<file path="src/dataAcqPkg.sv">
////////////////////
// Shared widths, codes and the command word layout for the acquisition core
// Index field is decoded but ignored; references are kept per sensor type only
// Mode 11 is reserved and is answered as unsupported
////////////////////
package dataAcqPkg;

  localparam int ValueWidth   = 16;
  localparam int ErrWidth     = 3;
  localparam int TagWidth     = 3;
  localparam int TypeWidth    = 3;
  localparam int TimeoutWidth = 12;
  localparam int AnalogWidth  = 12;
  localparam int WindowScale  = 16;  // Busy cycles per numClkCycles step
  localparam int WindowWidth  = 8;   // Holds 15 x WindowScale
  localparam int SlopeWidth   = 6;
  localparam int ModeWidth    = 2;
  localparam int CfgWidth     = 4;
  localparam int NumTypes     = 8;

  // Error codes, result bits [15:13]
  localparam logic [ErrWidth-1:0] ErrOk          = 3'b001;
  localparam logic [ErrWidth-1:0] ErrRef1Missing = 3'b010;
  localparam logic [ErrWidth-1:0] ErrRef2Missing = 3'b011;
  localparam logic [ErrWidth-1:0] ErrBadConfig   = 3'b100;
  localparam logic [ErrWidth-1:0] ErrTimeout     = 3'b101;
  localparam logic [ErrWidth-1:0] ErrRefWritten  = 3'b110;
  localparam logic [ErrWidth-1:0] ErrUnsupported = 3'b111;

  // Reference tags, result bits [12:10]
  localparam logic [TagWidth-1:0] TagRaw   = 3'b000;
  localparam logic [TagWidth-1:0] TagRef1  = 3'b001;
  localparam logic [TagWidth-1:0] TagRef2  = 3'b010;
  localparam logic [TagWidth-1:0] TagError = 3'b111;

  localparam logic [ModeWidth-1:0] ModeRaw  = 2'b00;
  localparam logic [ModeWidth-1:0] ModeRef1 = 2'b01;
  localparam logic [ModeWidth-1:0] ModeRef2 = 2'b10;

  localparam logic [CfgWidth-1:0] CfgWriteRef1 = 4'b0010;
  localparam logic [CfgWidth-1:0] CfgWriteRef2 = 4'b0100;
  localparam logic [CfgWidth-1:0] CfgWriteBoth = 4'b0101;

  localparam logic [TypeWidth-1:0] TypeRosc = 3'd1;
  localparam logic [TypeWidth-1:0] TypeDc   = 3'd2;
  localparam logic [TypeWidth-1:0] TypeTddb = 3'd4;
  localparam logic [TypeWidth-1:0] TypeSilc = 3'd5;
  localparam logic [TypeWidth-1:0] TypeTemp = 3'd6;
  localparam logic [TypeWidth-1:0] TypeVolt = 3'd7;

  // Sequencer states
  localparam logic [1:0] StIdle     = 2'd0;
  localparam logic [1:0] StBusy     = 2'd1;
  localparam logic [1:0] StComplete = 2'd2;

  typedef logic [NumTypes-1:0][ValueWidth-1:0] sensorReadings_t;  // Indexed by type

  typedef struct packed {
    logic [1:0]  mode;
    logic [2:0]  sensorType;
    logic [2:0]  index;
    logic [3:0]  numClkCycles;
    logic [15:0] unused;
    logic [3:0]  refCfg;
  } windowView_t;  // ROSC and TDDB

  typedef struct packed {
    logic [1:0] mode;
    logic [2:0] sensorType;
    logic [2:0] index;
    logic [5:0] numSlopes;
    logic [1:0] unused;
    logic [7:0] timeoutHi;
    logic [3:0] timeoutLo;
    logic [3:0] refCfg;
  } slopeView_t;  // SILC

  typedef union packed {
    windowView_t windowView;
    slopeView_t  slopeView;
  } cmdWord_u;

endpackage

</file>
<file path="src/dataAcqCore.sv">
////////////////////
// Acquisition core top; one measurement at a time
// CPU waits for doneLatched, then pulses statusClear
////////////////////
`timescale 1ns/100ps

module dataAcqCore (
  input  logic                         Clk,
  input  logic                         En,
  input  logic [31:0]                  cpuCommand,
  input  logic                         statusClear,
  input  dataAcqPkg::sensorReadings_t  sensorReadings,
  output logic [31:0]                  resultForCpu,
  output logic [2:0]                   statusBits
);

  logic [dataAcqPkg::TypeWidth-1:0]    sensorType;
  logic [dataAcqPkg::WindowWidth-1:0]  windowCycles;
  logic [dataAcqPkg::SlopeWidth-1:0]   numSlopes;
  logic [dataAcqPkg::TimeoutWidth-1:0] timeoutCycles;
  logic [dataAcqPkg::ModeWidth-1:0]    mode;
  logic [dataAcqPkg::CfgWidth-1:0]     refCfg;
  logic                                measStart, measDone, resultLoad;
  logic [dataAcqPkg::ValueWidth-1:0]   rawValue, resultValue;
  logic [dataAcqPkg::ErrWidth-1:0]     rawErr, resultErr, finalErr;

  measurementSequencer seqInst (
    .Clk, .En, .cpuCommand, .statusClear, .measDone, .rawValue, .rawErr, .finalErr,
    .sensorType, .windowCycles, .numSlopes, .timeoutCycles, .mode, .refCfg,
    .measStart, .resultLoad, .resultValue, .resultErr, .statusBits
  );

  sensorFrontEnd frontEndInst (
    .Clk, .En, .sensorType, .windowCycles, .numSlopes, .timeoutCycles,
    .measStart, .sensorReadings, .measDone, .rawValue, .rawErr
  );

  referenceBank refBankInst (
    .Clk, .En, .resultLoad, .sensorType, .mode, .refCfg, .resultValue, .resultErr,
    .resultForCpu, .finalErr
  );

endmodule

</file>
<file path="src/edgeCountSensor.sv">
////////////////////
// Counts 0-to-1 steps of sensorBit over windowCycles samples
// First sample at start, done windowCycles cycles later
// Zero window ends at once with ErrBadConfig
////////////////////
`timescale 1ns/100ps

module edgeCountSensor (
  input  logic                               Clk,
  input  logic                               En,
  input  logic                               start,
  input  logic [dataAcqPkg::WindowWidth-1:0] windowCycles,
  input  logic                               sensorBit,
  output logic                               done,
  output logic [dataAcqPkg::ValueWidth-1:0]  count,
  output logic [dataAcqPkg::ErrWidth-1:0]    err
);

  logic                               running;
  logic                               prevBit;    // Last sample
  logic [dataAcqPkg::WindowWidth-1:0] sampleCnt;  // Samples taken so far

  always_ff @(posedge Clk or negedge En) begin
    if (!En) begin
      running   <= 1'b0;
      prevBit   <= 1'b0;
      sampleCnt <= '0;
      done      <= 1'b0;
      count     <= '0;
      err       <= dataAcqPkg::ErrOk;
    end else begin
      done <= 1'b0;  // Pulse
      if (start) begin
        running   <= (windowCycles > 1);
        done      <= (windowCycles <= 1);
        prevBit   <= sensorBit;
        sampleCnt <= 1;
        count     <= '0;
        err       <= (windowCycles == '0) ? dataAcqPkg::ErrBadConfig : dataAcqPkg::ErrOk;
      end else if (running) begin
        prevBit   <= sensorBit;
        sampleCnt <= sampleCnt + 1'b1;
        if (!prevBit && sensorBit) count <= count + 1'b1;  // Rising step
        if (sampleCnt + 1'b1 == windowCycles) begin        // Last sample
          running <= 1'b0;
          done    <= 1'b1;
        end
      end
    end
  end

endmodule

</file>
<file path="src/measurementSequencer.sv">
////////////////////
// Idle/Busy/Complete control and command decode
// Nonzero command only taken in Idle, others dropped
// Decoded fields are held stable until the next accept
////////////////////
`timescale 1ns/100ps

module measurementSequencer (
  input  logic                                Clk,
  input  logic                                En,
  input  logic [31:0]                         cpuCommand,
  input  logic                                statusClear,
  input  logic                                measDone,
  input  logic [dataAcqPkg::ValueWidth-1:0]   rawValue,
  input  logic [dataAcqPkg::ErrWidth-1:0]     rawErr,
  input  logic [dataAcqPkg::ErrWidth-1:0]     finalErr,
  output logic [dataAcqPkg::TypeWidth-1:0]    sensorType,
  output logic [dataAcqPkg::WindowWidth-1:0]  windowCycles,
  output logic [dataAcqPkg::SlopeWidth-1:0]   numSlopes,
  output logic [dataAcqPkg::TimeoutWidth-1:0] timeoutCycles,
  output logic [dataAcqPkg::ModeWidth-1:0]    mode,
  output logic [dataAcqPkg::CfgWidth-1:0]     refCfg,
  output logic                                measStart,
  output logic                                resultLoad,
  output logic [dataAcqPkg::ValueWidth-1:0]   resultValue,
  output logic [dataAcqPkg::ErrWidth-1:0]     resultErr,
  output logic [2:0]                          statusBits
);

  dataAcqPkg::cmdWord_u cmdReg;  // Captured command
  logic [1:0] state, nextState;
  logic       accept, busy, errSticky, doneLatched;

  assign accept = (state == dataAcqPkg::StIdle) && (cpuCommand != '0);
  assign busy   = (state == dataAcqPkg::StBusy);
  assign statusBits = {busy, errSticky, doneLatched};

  // Common fields sit at the same bits in both views
  always_comb begin
    sensorType    = cmdReg.windowView.sensorType;
    mode          = cmdReg.windowView.mode;
    refCfg        = cmdReg.windowView.refCfg;
    windowCycles  = '0;
    numSlopes     = '0;
    timeoutCycles = '0;
    case (sensorType)
      dataAcqPkg::TypeRosc, dataAcqPkg::TypeTddb:
        windowCycles = dataAcqPkg::WindowWidth'(cmdReg.windowView.numClkCycles *
                                                dataAcqPkg::WindowScale);
      dataAcqPkg::TypeSilc: begin
        numSlopes     = cmdReg.slopeView.numSlopes;
        timeoutCycles = {cmdReg.slopeView.timeoutHi, cmdReg.slopeView.timeoutLo};
      end
      default: ;  // Analog and unsupported need no extra fields
    endcase
  end

  always_comb begin
    nextState = state;
    case (state)
      dataAcqPkg::StIdle:     if (accept) nextState = dataAcqPkg::StBusy;
      dataAcqPkg::StBusy:     if (measDone) nextState = dataAcqPkg::StComplete;
      dataAcqPkg::StComplete: if (statusClear) nextState = dataAcqPkg::StIdle;
      default:                nextState = dataAcqPkg::StIdle;
    endcase
  end

  always_ff @(posedge Clk or negedge En) begin
    if (!En) begin
      state       <= dataAcqPkg::StIdle;
      cmdReg      <= '0;
      measStart   <= 1'b0;
      resultLoad  <= 1'b0;
      errSticky   <= 1'b0;
      doneLatched <= 1'b0;
    end else begin
      state      <= nextState;
      measStart  <= accept;           // First Busy cycle
      resultLoad <= busy && measDone;  // First Complete cycle
      if (accept) cmdReg <= cpuCommand;
      if (statusClear) begin  // Clear wins over a landing result
        errSticky   <= 1'b0;
        doneLatched <= 1'b0;
      end else if (resultLoad) begin
        doneLatched <= 1'b1;
        if (finalErr != dataAcqPkg::ErrOk && finalErr != dataAcqPkg::ErrRefWritten)
          errSticky <= 1'b1;
      end
    end
  end

  // Raw result held for the reference stage
  always_ff @(posedge Clk) begin
    if (busy && measDone) begin
      resultValue <= rawValue;
      resultErr   <= rawErr;
    end
  end

endmodule

</file>
<file path="src/referenceBank.sv">
////////////////////
// REF1/REF2 per sensor type, subtraction and result packing
// Only raw mode writes references; first raw read fills REF1
// Differences wrap modulo 2^16
////////////////////
`timescale 1ns/100ps

module referenceBank (
  input  logic                              Clk,
  input  logic                              En,
  input  logic                              resultLoad,
  input  logic [dataAcqPkg::TypeWidth-1:0]  sensorType,
  input  logic [dataAcqPkg::ModeWidth-1:0]  mode,
  input  logic [dataAcqPkg::CfgWidth-1:0]   refCfg,
  input  logic [dataAcqPkg::ValueWidth-1:0] resultValue,
  input  logic [dataAcqPkg::ErrWidth-1:0]   resultErr,
  output logic [31:0]                       resultForCpu,
  output logic [dataAcqPkg::ErrWidth-1:0]   finalErr
);

  logic [dataAcqPkg::ValueWidth-1:0] ref1Mem [dataAcqPkg::NumTypes];
  logic [dataAcqPkg::ValueWidth-1:0] ref2Mem [dataAcqPkg::NumTypes];
  logic [dataAcqPkg::NumTypes-1:0]   ref1Valid, ref2Valid;
  logic                              wrRef1, wrRef2;
  logic [dataAcqPkg::ValueWidth-1:0] outValue;
  logic [dataAcqPkg::TagWidth-1:0]   outTag;

  always_comb begin
    wrRef1   = 1'b0;
    wrRef2   = 1'b0;
    outValue = '0;
    outTag   = dataAcqPkg::TagError;
    finalErr = resultErr;  // Sensor error passes through untouched
    if (resultErr == dataAcqPkg::ErrOk) begin
      case (mode)
        dataAcqPkg::ModeRaw: begin
          wrRef1 = !ref1Valid[sensorType] || refCfg == dataAcqPkg::CfgWriteRef1 ||
                   refCfg == dataAcqPkg::CfgWriteBoth;
          wrRef2 = refCfg == dataAcqPkg::CfgWriteRef2 || refCfg == dataAcqPkg::CfgWriteBoth;
          outValue = resultValue;
          outTag   = dataAcqPkg::TagRaw;
          if (wrRef1 || wrRef2) finalErr = dataAcqPkg::ErrRefWritten;
        end
        dataAcqPkg::ModeRef1:
          if (ref1Valid[sensorType]) begin
            outValue = resultValue - ref1Mem[sensorType];
            outTag   = dataAcqPkg::TagRef1;
          end else finalErr = dataAcqPkg::ErrRef1Missing;
        dataAcqPkg::ModeRef2:
          if (ref2Valid[sensorType]) begin
            outValue = resultValue - ref2Mem[sensorType];
            outTag   = dataAcqPkg::TagRef2;
          end else finalErr = dataAcqPkg::ErrRef2Missing;
        default: finalErr = dataAcqPkg::ErrUnsupported;  // Mode 11
      endcase
    end
  end

  always_ff @(posedge Clk) begin
    if (resultLoad && wrRef1) ref1Mem[sensorType] <= resultValue;
    if (resultLoad && wrRef2) ref2Mem[sensorType] <= resultValue;
  end

  always_ff @(posedge Clk or negedge En) begin
    if (!En) begin
      ref1Valid    <= '0;
      ref2Valid    <= '0;
      resultForCpu <= '0;
    end else if (resultLoad) begin
      if (wrRef1) ref1Valid[sensorType] <= 1'b1;
      if (wrRef2) ref2Valid[sensorType] <= 1'b1;
      resultForCpu <= {outValue, finalErr, outTag, 10'd0};  // Low bits reserved
    end
  end

endmodule

</file>
<file path="src/sensorFrontEnd.sv">
////////////////////
// Routes measStart to one front end by type
// Types 2, 6, 7 take one reading; 0 and 3 unsupported
// sensorType must stay stable through Busy
////////////////////
`timescale 1ns/100ps

module sensorFrontEnd (
  input  logic                                Clk,
  input  logic                                En,
  input  logic [dataAcqPkg::TypeWidth-1:0]    sensorType,
  input  logic [dataAcqPkg::WindowWidth-1:0]  windowCycles,
  input  logic [dataAcqPkg::SlopeWidth-1:0]   numSlopes,
  input  logic [dataAcqPkg::TimeoutWidth-1:0] timeoutCycles,
  input  logic                                measStart,
  input  dataAcqPkg::sensorReadings_t         sensorReadings,
  output logic                                measDone,
  output logic [dataAcqPkg::ValueWidth-1:0]   rawValue,
  output logic [dataAcqPkg::ErrWidth-1:0]     rawErr
);

  logic roscStart, tddbStart, silcStart, anaStart, isAnalog;
  logic roscDone, tddbDone, silcDone, anaDone;
  logic [dataAcqPkg::ValueWidth-1:0] roscCount, tddbCount, silcElapsed, anaValue;
  logic [dataAcqPkg::ErrWidth-1:0]   roscErr, tddbErr, silcErr, anaErr;

  assign roscStart = measStart && (sensorType == dataAcqPkg::TypeRosc);
  assign tddbStart = measStart && (sensorType == dataAcqPkg::TypeTddb);
  assign silcStart = measStart && (sensorType == dataAcqPkg::TypeSilc);
  assign anaStart  = measStart && !(roscStart || tddbStart || silcStart);  // Incl. unsupported
  assign isAnalog  = (sensorType == dataAcqPkg::TypeDc) ||
                     (sensorType == dataAcqPkg::TypeTemp) ||
                     (sensorType == dataAcqPkg::TypeVolt);

  edgeCountSensor roscSensor (
    .Clk, .En, .start(roscStart), .windowCycles,
    .sensorBit(sensorReadings[dataAcqPkg::TypeRosc][0]),
    .done(roscDone), .count(roscCount), .err(roscErr)
  );

  edgeCountSensor tddbSensor (
    .Clk, .En, .start(tddbStart), .windowCycles,
    .sensorBit(sensorReadings[dataAcqPkg::TypeTddb][0]),
    .done(tddbDone), .count(tddbCount), .err(tddbErr)
  );

  slopeCountSensor silcSensor (
    .Clk, .En, .start(silcStart), .numSlopes, .timeoutCycles,
    .adcSample(sensorReadings[dataAcqPkg::TypeSilc][dataAcqPkg::AnalogWidth-1:0]),
    .done(silcDone), .elapsed(silcElapsed), .err(silcErr)
  );

  // Single-shot capture, done the cycle after start
  always_ff @(posedge Clk or negedge En) begin
    if (!En) begin
      anaDone  <= 1'b0;
      anaValue <= '0;
      anaErr   <= dataAcqPkg::ErrOk;
    end else begin
      anaDone <= anaStart;
      if (anaStart) begin
        anaValue <= isAnalog ?
          dataAcqPkg::ValueWidth'(sensorReadings[sensorType][dataAcqPkg::AnalogWidth-1:0]) : '0;
        anaErr   <= isAnalog ? dataAcqPkg::ErrOk : dataAcqPkg::ErrUnsupported;
      end
    end
  end

  always_comb begin
    case (sensorType)
      dataAcqPkg::TypeRosc: {measDone, rawValue, rawErr} = {roscDone, roscCount, roscErr};
      dataAcqPkg::TypeTddb: {measDone, rawValue, rawErr} = {tddbDone, tddbCount, tddbErr};
      dataAcqPkg::TypeSilc: {measDone, rawValue, rawErr} = {silcDone, silcElapsed, silcErr};
      default:              {measDone, rawValue, rawErr} = {anaDone, anaValue, anaErr};
    endcase
  end

endmodule

</file>
<file path="src/slopeCountSensor.sv">
////////////////////
// Counts falling ADC steps until numSlopes or timeout
// Result is elapsed busy cycles, 0 on timeout
// numSlopes 0 gives ErrBadConfig, timeout 0 gives ErrTimeout
////////////////////
`timescale 1ns/100ps

module slopeCountSensor (
  input  logic                                Clk,
  input  logic                                En,
  input  logic                                start,
  input  logic [dataAcqPkg::SlopeWidth-1:0]   numSlopes,
  input  logic [dataAcqPkg::TimeoutWidth-1:0] timeoutCycles,
  input  logic [dataAcqPkg::AnalogWidth-1:0]  adcSample,
  output logic                                done,
  output logic [dataAcqPkg::ValueWidth-1:0]   elapsed,
  output logic [dataAcqPkg::ErrWidth-1:0]     err
);

  logic                                running, fallNow;
  logic [dataAcqPkg::AnalogWidth-1:0]  prevSample;
  logic [dataAcqPkg::SlopeWidth-1:0]   slopeCnt, slopeNext;
  logic [dataAcqPkg::TimeoutWidth-1:0] elapsedCnt, elapsedNext;

  assign fallNow     = adcSample < prevSample;
  assign slopeNext   = slopeCnt + dataAcqPkg::SlopeWidth'(fallNow);
  assign elapsedNext = elapsedCnt + 1'b1;

  always_ff @(posedge Clk or negedge En) begin
    if (!En) begin
      running    <= 1'b0;
      prevSample <= '0;
      slopeCnt   <= '0;
      elapsedCnt <= '0;
      done       <= 1'b0;
      elapsed    <= '0;
      err        <= dataAcqPkg::ErrOk;
    end else begin
      done <= 1'b0;
      if (start) begin
        prevSample <= adcSample;  // Reference sample
        slopeCnt   <= '0;
        elapsedCnt <= '0;
        elapsed    <= '0;
        running    <= (numSlopes != '0) && (timeoutCycles != '0);
        done       <= (numSlopes == '0) || (timeoutCycles == '0);
        if (numSlopes == '0)          err <= dataAcqPkg::ErrBadConfig;
        else if (timeoutCycles == '0) err <= dataAcqPkg::ErrTimeout;
        else                          err <= dataAcqPkg::ErrOk;
      end else if (running) begin
        prevSample <= adcSample;
        slopeCnt   <= slopeNext;
        elapsedCnt <= elapsedNext;
        if (slopeNext == numSlopes) begin  // Target beats timeout on the same cycle
          running <= 1'b0;
          done    <= 1'b1;
          elapsed <= dataAcqPkg::ValueWidth'(elapsedNext);
        end else if (elapsedNext == timeoutCycles) begin
          running <= 1'b0;
          done    <= 1'b1;
          err     <= dataAcqPkg::ErrTimeout;
        end
      end
    end
  end

endmodule

</file>
<file path="config.mk">
export PLATFORM = sky130hd
export DESIGN_NAME = dataAcqCore
export DESIGN_NICKNAME = d
export VERILOG_FILES = /design/src/dataAcqPkg.sv /design/src/dataAcqCore.sv /design/src/edgeCountSensor.sv /design/src/measurementSequencer.sv /design/src/referenceBank.sv /design/src/sensorFrontEnd.sv /design/src/slopeCountSensor.sv
export SDC_FILE = /design/constraint.sdc
export NUM_CORES = 1
export LEC_CHECK = 0
export BUFFER_PORTS_ARGS = -buffer_cell sky130_fd_sc_hd__buf_2
export CAP_MARGIN = 10
export CORE_MARGIN = 1
export CORE_UTILIZATION = 35
export CTS_BUF_LIST = sky130_fd_sc_hd__clkbuf_2
export CTS_CLUSTER_SIZE = 12
export DETAILED_ROUTE_END_ITERATION = 10
export HOLD_SLACK_MARGIN = 0.08
export RECOVER_POWER = 25
export SYNTH_ARGS = -nofsm -noshare
export SYNTH_HDL_FRONTEND = slang
export SYNTH_SLANG_ARGS = --single-unit
</file>
<file path="constraint.sdc">
create_clock -name Clk -period 4.55 [get_ports Clk]
set_input_delay 0.91 -clock Clk [delete_from_list [all_inputs] [get_ports Clk]]
set_output_delay 0.91 -clock Clk [all_outputs]
set_load 0.1 [all_outputs]
</file>
; ---- Yosys cells after proc, flatten, opt, wreduce, memory -nomap -nowiden
; Memory sizes are Yosys's and may differ from the RTL's.
; Cells that the tools add are included.
[op_classes]
addsub = 8
order_cmp = 5
eq_ne = 24
muxes = 96
bitwise = 2
reduce_logical = 52
[ops]
columns = op, n
row1 = two-way mux 16 bit, 12
row2 = one-hot mux 16 bit (3 select lines), 2
row3 = two-way mux 12 bit, 7
row4 = binary-select mux 16 bit (select 3 bit), 1
row5 = two-way mux 3 bit, 15
row6 = two-way mux 1 bit, 40
row7 = two-way mux 8 bit, 5
row8 = "adder 16 x 1 -> 16 bit, second input constant", 2
row9 = nonzero test 32 bit, 1
row10 = subtractor 16 bit, 2
row11 = one-hot mux 3 bit (3 select lines), 3
row12 = two-way mux 6 bit, 3
row13 = nonzero test 2 bit, 9
row14 = "adder 8 x 1 -> 8 bit, second input constant", 2
row15 = equality test 8 bit, 2
row16 = OR 8 bit, 2
row17 = logical AND 1 bit, 13
row18 = "adder 12 x 1 -> 12 bit, second input constant", 1
row19 = equality test 12 bit, 1
row20 = "equality test 3 bit, second input constant", 4
row21 = logical NOT 12 bit, 1
row22 = < comparator 12 bit, 1
row23 = AND reduction 2 bit, 6
row24 = nonzero test 12 bit, 1
row25 = 29 further kinds, 51
[totals]
reg_bits = 226
ram_bits = 256
in_bits = 163
output_inout_bits = 35
word_cells = 222
n_memories = 2
[mem_list]
columns = name, depth, word_bits, rd, rd_clocked_by_memory_dff, write_ports, line_no
row1 = refBankInst.ref1Mem, 8, 16, 1, 0, 1, referenceBank.sv:21  ; logic [dataAcqPkg::ValueWidth-1:0] ref1Mem [dataAcqPkg::NumTypes];
row2 = refBankInst.ref2Mem, 8, 16, 1, 0, 1, referenceBank.sv:22  ; logic [dataAcqPkg::ValueWidth-1:0] ref2Mem [dataAcqPkg::NumTypes];

; ---- Logic depth before layout (Yosys ltp)
[logic_depth]
depth_word = 14
ltp_mapped = 21
depth_no_buf = 21

; ---- Cells and area by module
; From an unflattened synthesis, not the netlist that was laid out.
[unflattened]
cells_unflattened = 1854
area_unflattened_um2 = 22658.0
[modules_own_cells]
columns = mod, instances, cells_each, area_per_inst_um2, seq_area_each_um2
row1 = referenceBank, 1, 877, 12756.0, 8638.3
row2 = edgeCountSensor, 2, 165, 1624.1, 726.9
row3 = slopeCountSensor, 1, 297, 2840.2, 1152.4
row4 = measurementSequencer, 1, 152, 2198.4, 1396.3
row5 = sensorFrontEnd, 1, 198, 1615.3, 350.3

; ---- Least setup slack after synthesis
; OpenSTA, ideal clock, no wires.
[synth_timing]
kind = input port to flip-flop
start = input sensorReadings[81] in the netlist's numbering
end = register frontEndInst.silcSensor.elapsed[0] in the netlist's numbering
setup_ps = 74
arrival_ps = 4236
required_ps = 4476
path_slack_ps = 240
stages = 19
n_path_buf = 1
path_cell_list = ha_1 -> a21o_1 -> a21o_1 -> a21oi_1 -> o21ai_0 -> a21o_1 -> a211oi_1 -> o21ai_0 -> o211ai_1 -> ha_1 -> ha_1 -> nand3_1 -> xor2_1 -> or4b_1 -> mux2i_1 -> o311ai_1 -> or3_1 -> buf_6 -> o21ai_2
[synth_via]
elab_chain_len = 5
[synth_lines]
columns = item, line_no
row1 = start: declaration, dataAcqCore.sv:12  ; input dataAcqPkg::sensorReadings_t sensorReadings,
row2 = < comparator 12 bit, slopeCountSensor.sv:25  ; assign fallNow = adcSample < prevSample;
row3 = adder 6 x 1 -> 6 bit, slopeCountSensor.sv:26  ; assign slopeNext = slopeCnt + dataAcqPkg::SlopeWidth'(fallNow);
row4 = equality test 6 bit, slopeCountSensor.sv:54  ; if (slopeNext == numSlopes) begin
row5 = nonzero test 2 bit (no source line), --
row6 = AND reduction 2 bit (no source line), --
row7 = end signal: assignment, slopeCountSensor.sv:57  ; elapsed <= dataAcqPkg::ValueWidth'(elapsedNext);
row8 = end: declaration, slopeCountSensor.sv:16  ; output logic [dataAcqPkg::ValueWidth-1:0] elapsed,
; No other way between the ends.
; A chain may end at the register's enable or synchronous reset.

; ---- Worst setup path after layout
[layout_timing]
start = input sensorReadings[81] in the netlist's numbering
end = register frontEndInst.silcSensor.elapsed[5] in the netlist's numbering
; Same word-level chain as after synthesis.

==> impl_metrics.yaml <==
pwr:
  leakagePower_nw: 9.01
  swShare_pct: 26.2
  intPower_mw: 5.99
  seqPwrFrac_pct: 57.0
  comb_power_share_pct: 8.7
  p_per_area_mw_per_mm2: 322
  p_clk_share_pct: 34.3
  irDropWorstVdd_v: 0.000181
  power_switching_mw: 2.13
run:
  maxCapViolations: 1
placement:
  preCtsSetupSlack_ns: -0.311
  port_buffers: 109
  place.gp.congestion: 0.870
  hpwl_mm: 35.2
die:
  core-area_mm2: 0.0618
  initial_core_util_pct: 35.5
  die_w_um: 252
  dieArea_mm2: 0.0637
  pin_count: 198
  rows: 91
  fp.dieH_um: 252
timing:
  drv_slew: 120
  finalHoldViolCount: 0
  setup_viol: 0
  final.min_clock_period_ns: 4.33
  clock.fmax_mhz: 231
  worstMarginPinSlew_ns: 3.05
  final.period_utilization_pct: 95.2
  slew_headroom_pct: -103
  final.setup.worst_slack_ns: 0.217
  worst_clock_skew_ns: 0.0765
  fin_hold_ws_ns: 0.209
  grt_setup_unrepaired: "no"
synthesis:
  synth-seq-cells: 464
  yosysUniqueCellTypes: 84
  ys_seq_area_share_pct: 59.2
  synth_cells: 1694
  synth_area_per_cell_um2: 13.0
  synth.most_common_cell: "edfxtp_1"
  synth_edf_count: 275
  synth_area_mm2: 0.0219
  synth_area_leader_cell: "edfxtp_1"
  synth_top_area_share_pct: 37.6
  synthTopCellsByArea: "edfxtp_1 38%, dfrtp_1 21%, mux4_2 6.8%"
  synthTopCellsByCount: "275 x edfxtp_1, 205 x nand2_1, 186 x dfrtp_1"
  async_flop_share_pct: 40.7
  synth_ff_type: "edfxtp_1"
  synth_warnings: 0
worst_setup_path:
  rrSetupSlack_ns: 0.33
  path_delay_family: "compound AO/OA/AOI/OAI gates"
  path_cells: "dlygate4sd3_1 -> buf_2 -> ha_1 -> a21o_1 -> a21o_1 -> a21oi_1 -> o21ai_0 -> a21o_1 -> a211oi_1 -> o21ai_0 -> o211ai_1 -> ha_1 -> ha_1 -> nand3_1 -> xor2_1 -> or4b_1 -> mux2i_1 -> o311ai_1 -> buf_4 -> o21a_1 -> nand2_1 -> o21ai_2"
  r2r_end: "frontEndInst.silcSensor.elapsed[5]"
  crit_slowest_cell: "dlygate4sd3_1"
  worstSetupEndpointType: "flop"
  cp.arrival_ns: 5.24
  reg2reg_from: "frontEndInst.silcSensor.prevSample[1]"
  reg2reg_depth: 21
  worst_ep_required_time_ns: 5.46
  critical_path.max_stage_delay_ns: 0.53
  cp_num_buf_inv: 3
  cp-start-kind: "primary input"
  path_max_fanout: 13
  path_class: "in -> reg"
clock_network:
  htreeDepth: 3
  cts_sinks: 464
  root_buffer: "clkbuf_2"
  numCtsBuffers: 112
  clkSlewWorstSetupHoldPaths_ns: 0.10
  clock_latency_ns: 1.08
  max-clock-path-buffers: 3
  cts_tree: "built"
run_status:
  violations: "max-capacitance violations, max-slew violations"
  outcome: "complete, but fails checks"
global_route:
  grt_use_total_pct: 16.9
  antenna_found_initial: 1
  grt-ovfl-total: 0
  grt_pass1_vias: 14900
  grt_first_pass_wirelength_mm: 83.0
  grt_max_degree: 121
drt:
  drtPass1Iterations: 8
  drc: 0
  routed_wl_mm: 53.6
  post_drt_wl_per_cell_um: 18.6
  vias: 14700
  first_iter_violations: 1081
  ant_nets: 0
  vias_per_cell: 5.10
layout:
  final_util_pct: 40.8
  area_growth_pct: 14.8
  nNetsFinal: 2167
  layout-drive-gt1-share_pct: 24.9
worst_hold_path:
  hp-class: "in -> reg"
  whs_endpoint: "frontEndInst.anaValue[2]"
  min_path_cells: 4
  hp-start: "sensorReadings[114]"
-- worst register-to-register path, delay by kind of cell (launching register included) --
family	cells	cell delay, ns
AO/OA/AOI/OAI	11	1.74
XOR/XNOR	1	0.16
adder cells (fa/ha/maj)	3	0.72
buffers and inverters	2	0.23
flip-flops	1	0.37
multiplexers	1	0.15
AND/OR/NAND/NOR	3	0.71
-- power groups by stage --
stage / clock network [mW] / logic, mW / registers, mW
finish: 2.78 / 0.708 / 4.63
global route: 3.10 / 0.800 / 4.64
CTS: 2.90 / 0.708 / 4.63
detailed placement: 0 / 0.666 / 4.72
global placement: 0 / 0.656 / 4.71
floorplan: 0 / 0.487 / 4.67
-- final cells by class --
type	instances	area, µm²
Clock inverter	24	134
Antenna cell	1	2.50
Clock buffer	186	931
Sequential cell	464	13000
Timing Repair Buffer	216	1480
Inverter	37	139
Tap cell	837	1050
Fill cell	5802	36600
Multi-Input combinational cell	1115	8460
-- cell families after synthesis --
logic type | Yosys count | synth area share, %
buf+inv | 124 | 2.57
simple gates | 519 | 11.1
flops | 464 | 59.2
mux | 155 | 11.0
xor+xnor | 118 | 4.84
fa+ha+maj | 58 | 3.37
compound gates | 255 | 7.92
other cells | 1 | 0.0171
-- metal layers --
metal  vias to the layer above  part of all wire, %  global-route usage, %  wire length [µm]
li1                       6798                    -                      -                 -
met1                      7394                   45                   23.0             24200
met2                       428                   47                   27.2             25500
met3                        71                  5.8                   3.54              3090
met4                         0                  1.6                   4.66               872
met5                         -                    0                      0                 0
-- per-stage QoR --
stage	cell area, µm²	cells	total power, mW	TNS [ns]
after floorplan	22000	1703	5.15	0
after global placement	23600	2617	5.37	-4.01
after detailed placement	23600	2617	5.38	-3.76
after CTS	25200	2878	8.23	0
after global routing	25200	2880	8.54	0
final	25200	2880	8.12	0
-- sequential cells by signal, indices dropped and copies added (netlist names), 2 cells and up --
signal and count:
refBankInst.ref1Mem 128, refBankInst.ref2Mem 128, seqInst.cmdReg 27, refBankInst.resultForCpu 22
frontEndInst.roscSensor.count 16, frontEndInst.tddbSensor.count 16, seqInst.resultValue 16, frontEndInst.anaValue 12
frontEndInst.silcSensor.elapsedCnt 12, frontEndInst.silcSensor.elapsed 12, frontEndInst.silcSensor.prevSample 12, frontEndInst.roscSensor.sampleCnt 8
frontEndInst.tddbSensor.sampleCnt 8, refBankInst.ref1Valid 8, refBankInst.ref2Valid 8, frontEndInst.silcSensor.slopeCnt 6
seqInst.resultErr 3, frontEndInst.roscSensor.err 2, frontEndInst.silcSensor.err 2, frontEndInst.tddbSensor.err 2
seqInst.state 2
-- what timing repair did --
| action | 4_1_cts | 5_1_grt |
|---|---|---|
| hold endpoints to repair | 166 | 0 |
| gates resized for setup | 0 | 0 |
| setup endpoints to repair | 0 | 4 |
| hold buffers | 51 | 0 |
| buffers inserted | 0 | 1 |
-- worst max-delay path by stage --
stage | cells after the start | to | start | slack (ns)
detailed placement | 21 | frontEndInst.silcSensor.elapsed[7] | sensorReadings[81] | -0.31
global route | 22 | frontEndInst.silcSensor.elapsed[6] | sensorReadings[81] | 0.02
finish | 22 | frontEndInst.silcSensor.elapsed[5] | sensorReadings[81] | 0.22
global placement | 21 | frontEndInst.silcSensor.elapsed[9] | sensorReadings[81] | -0.33
floorplan | 19 | frontEndInst.silcSensor.elapsed[0] | sensorReadings[81] | 0.24
CTS | 13 | refBankInst.resultForCpu[28] | seqInst.cmdReg[27] | 0.17
-- placed cells by master, fill, tap and decap left out, drive strengths merged, types with 7 or more instances in the layout --
master       netlist  routed
nand4             24      24
a22oi             24      24
mux2              36      36
nor4              16      16
o21ai             81      81
and3              12      12
a31oi              8       8
xnor2             41      41
nor3              12      12
nor2             129     129
buf               39     158
or2               20      20
edfxtp           275     275
nor2b              7       7
conb               1      10
nand2b            15      15
clkinv             1      23
and2              10      10
xor2              76      76
a21oi             43      43
mux2i             53      53
dlygate4sd3        0      51
a22o              21      21
a21o              13      13
dfrtp            186     186
or3               12      12
clkbuf            48     193
nand2            205     205
ha                56      56
inv               36      36
mux4              66      66
nand3             36      36
No activity file was read; power rests on OpenSTA's default activity.
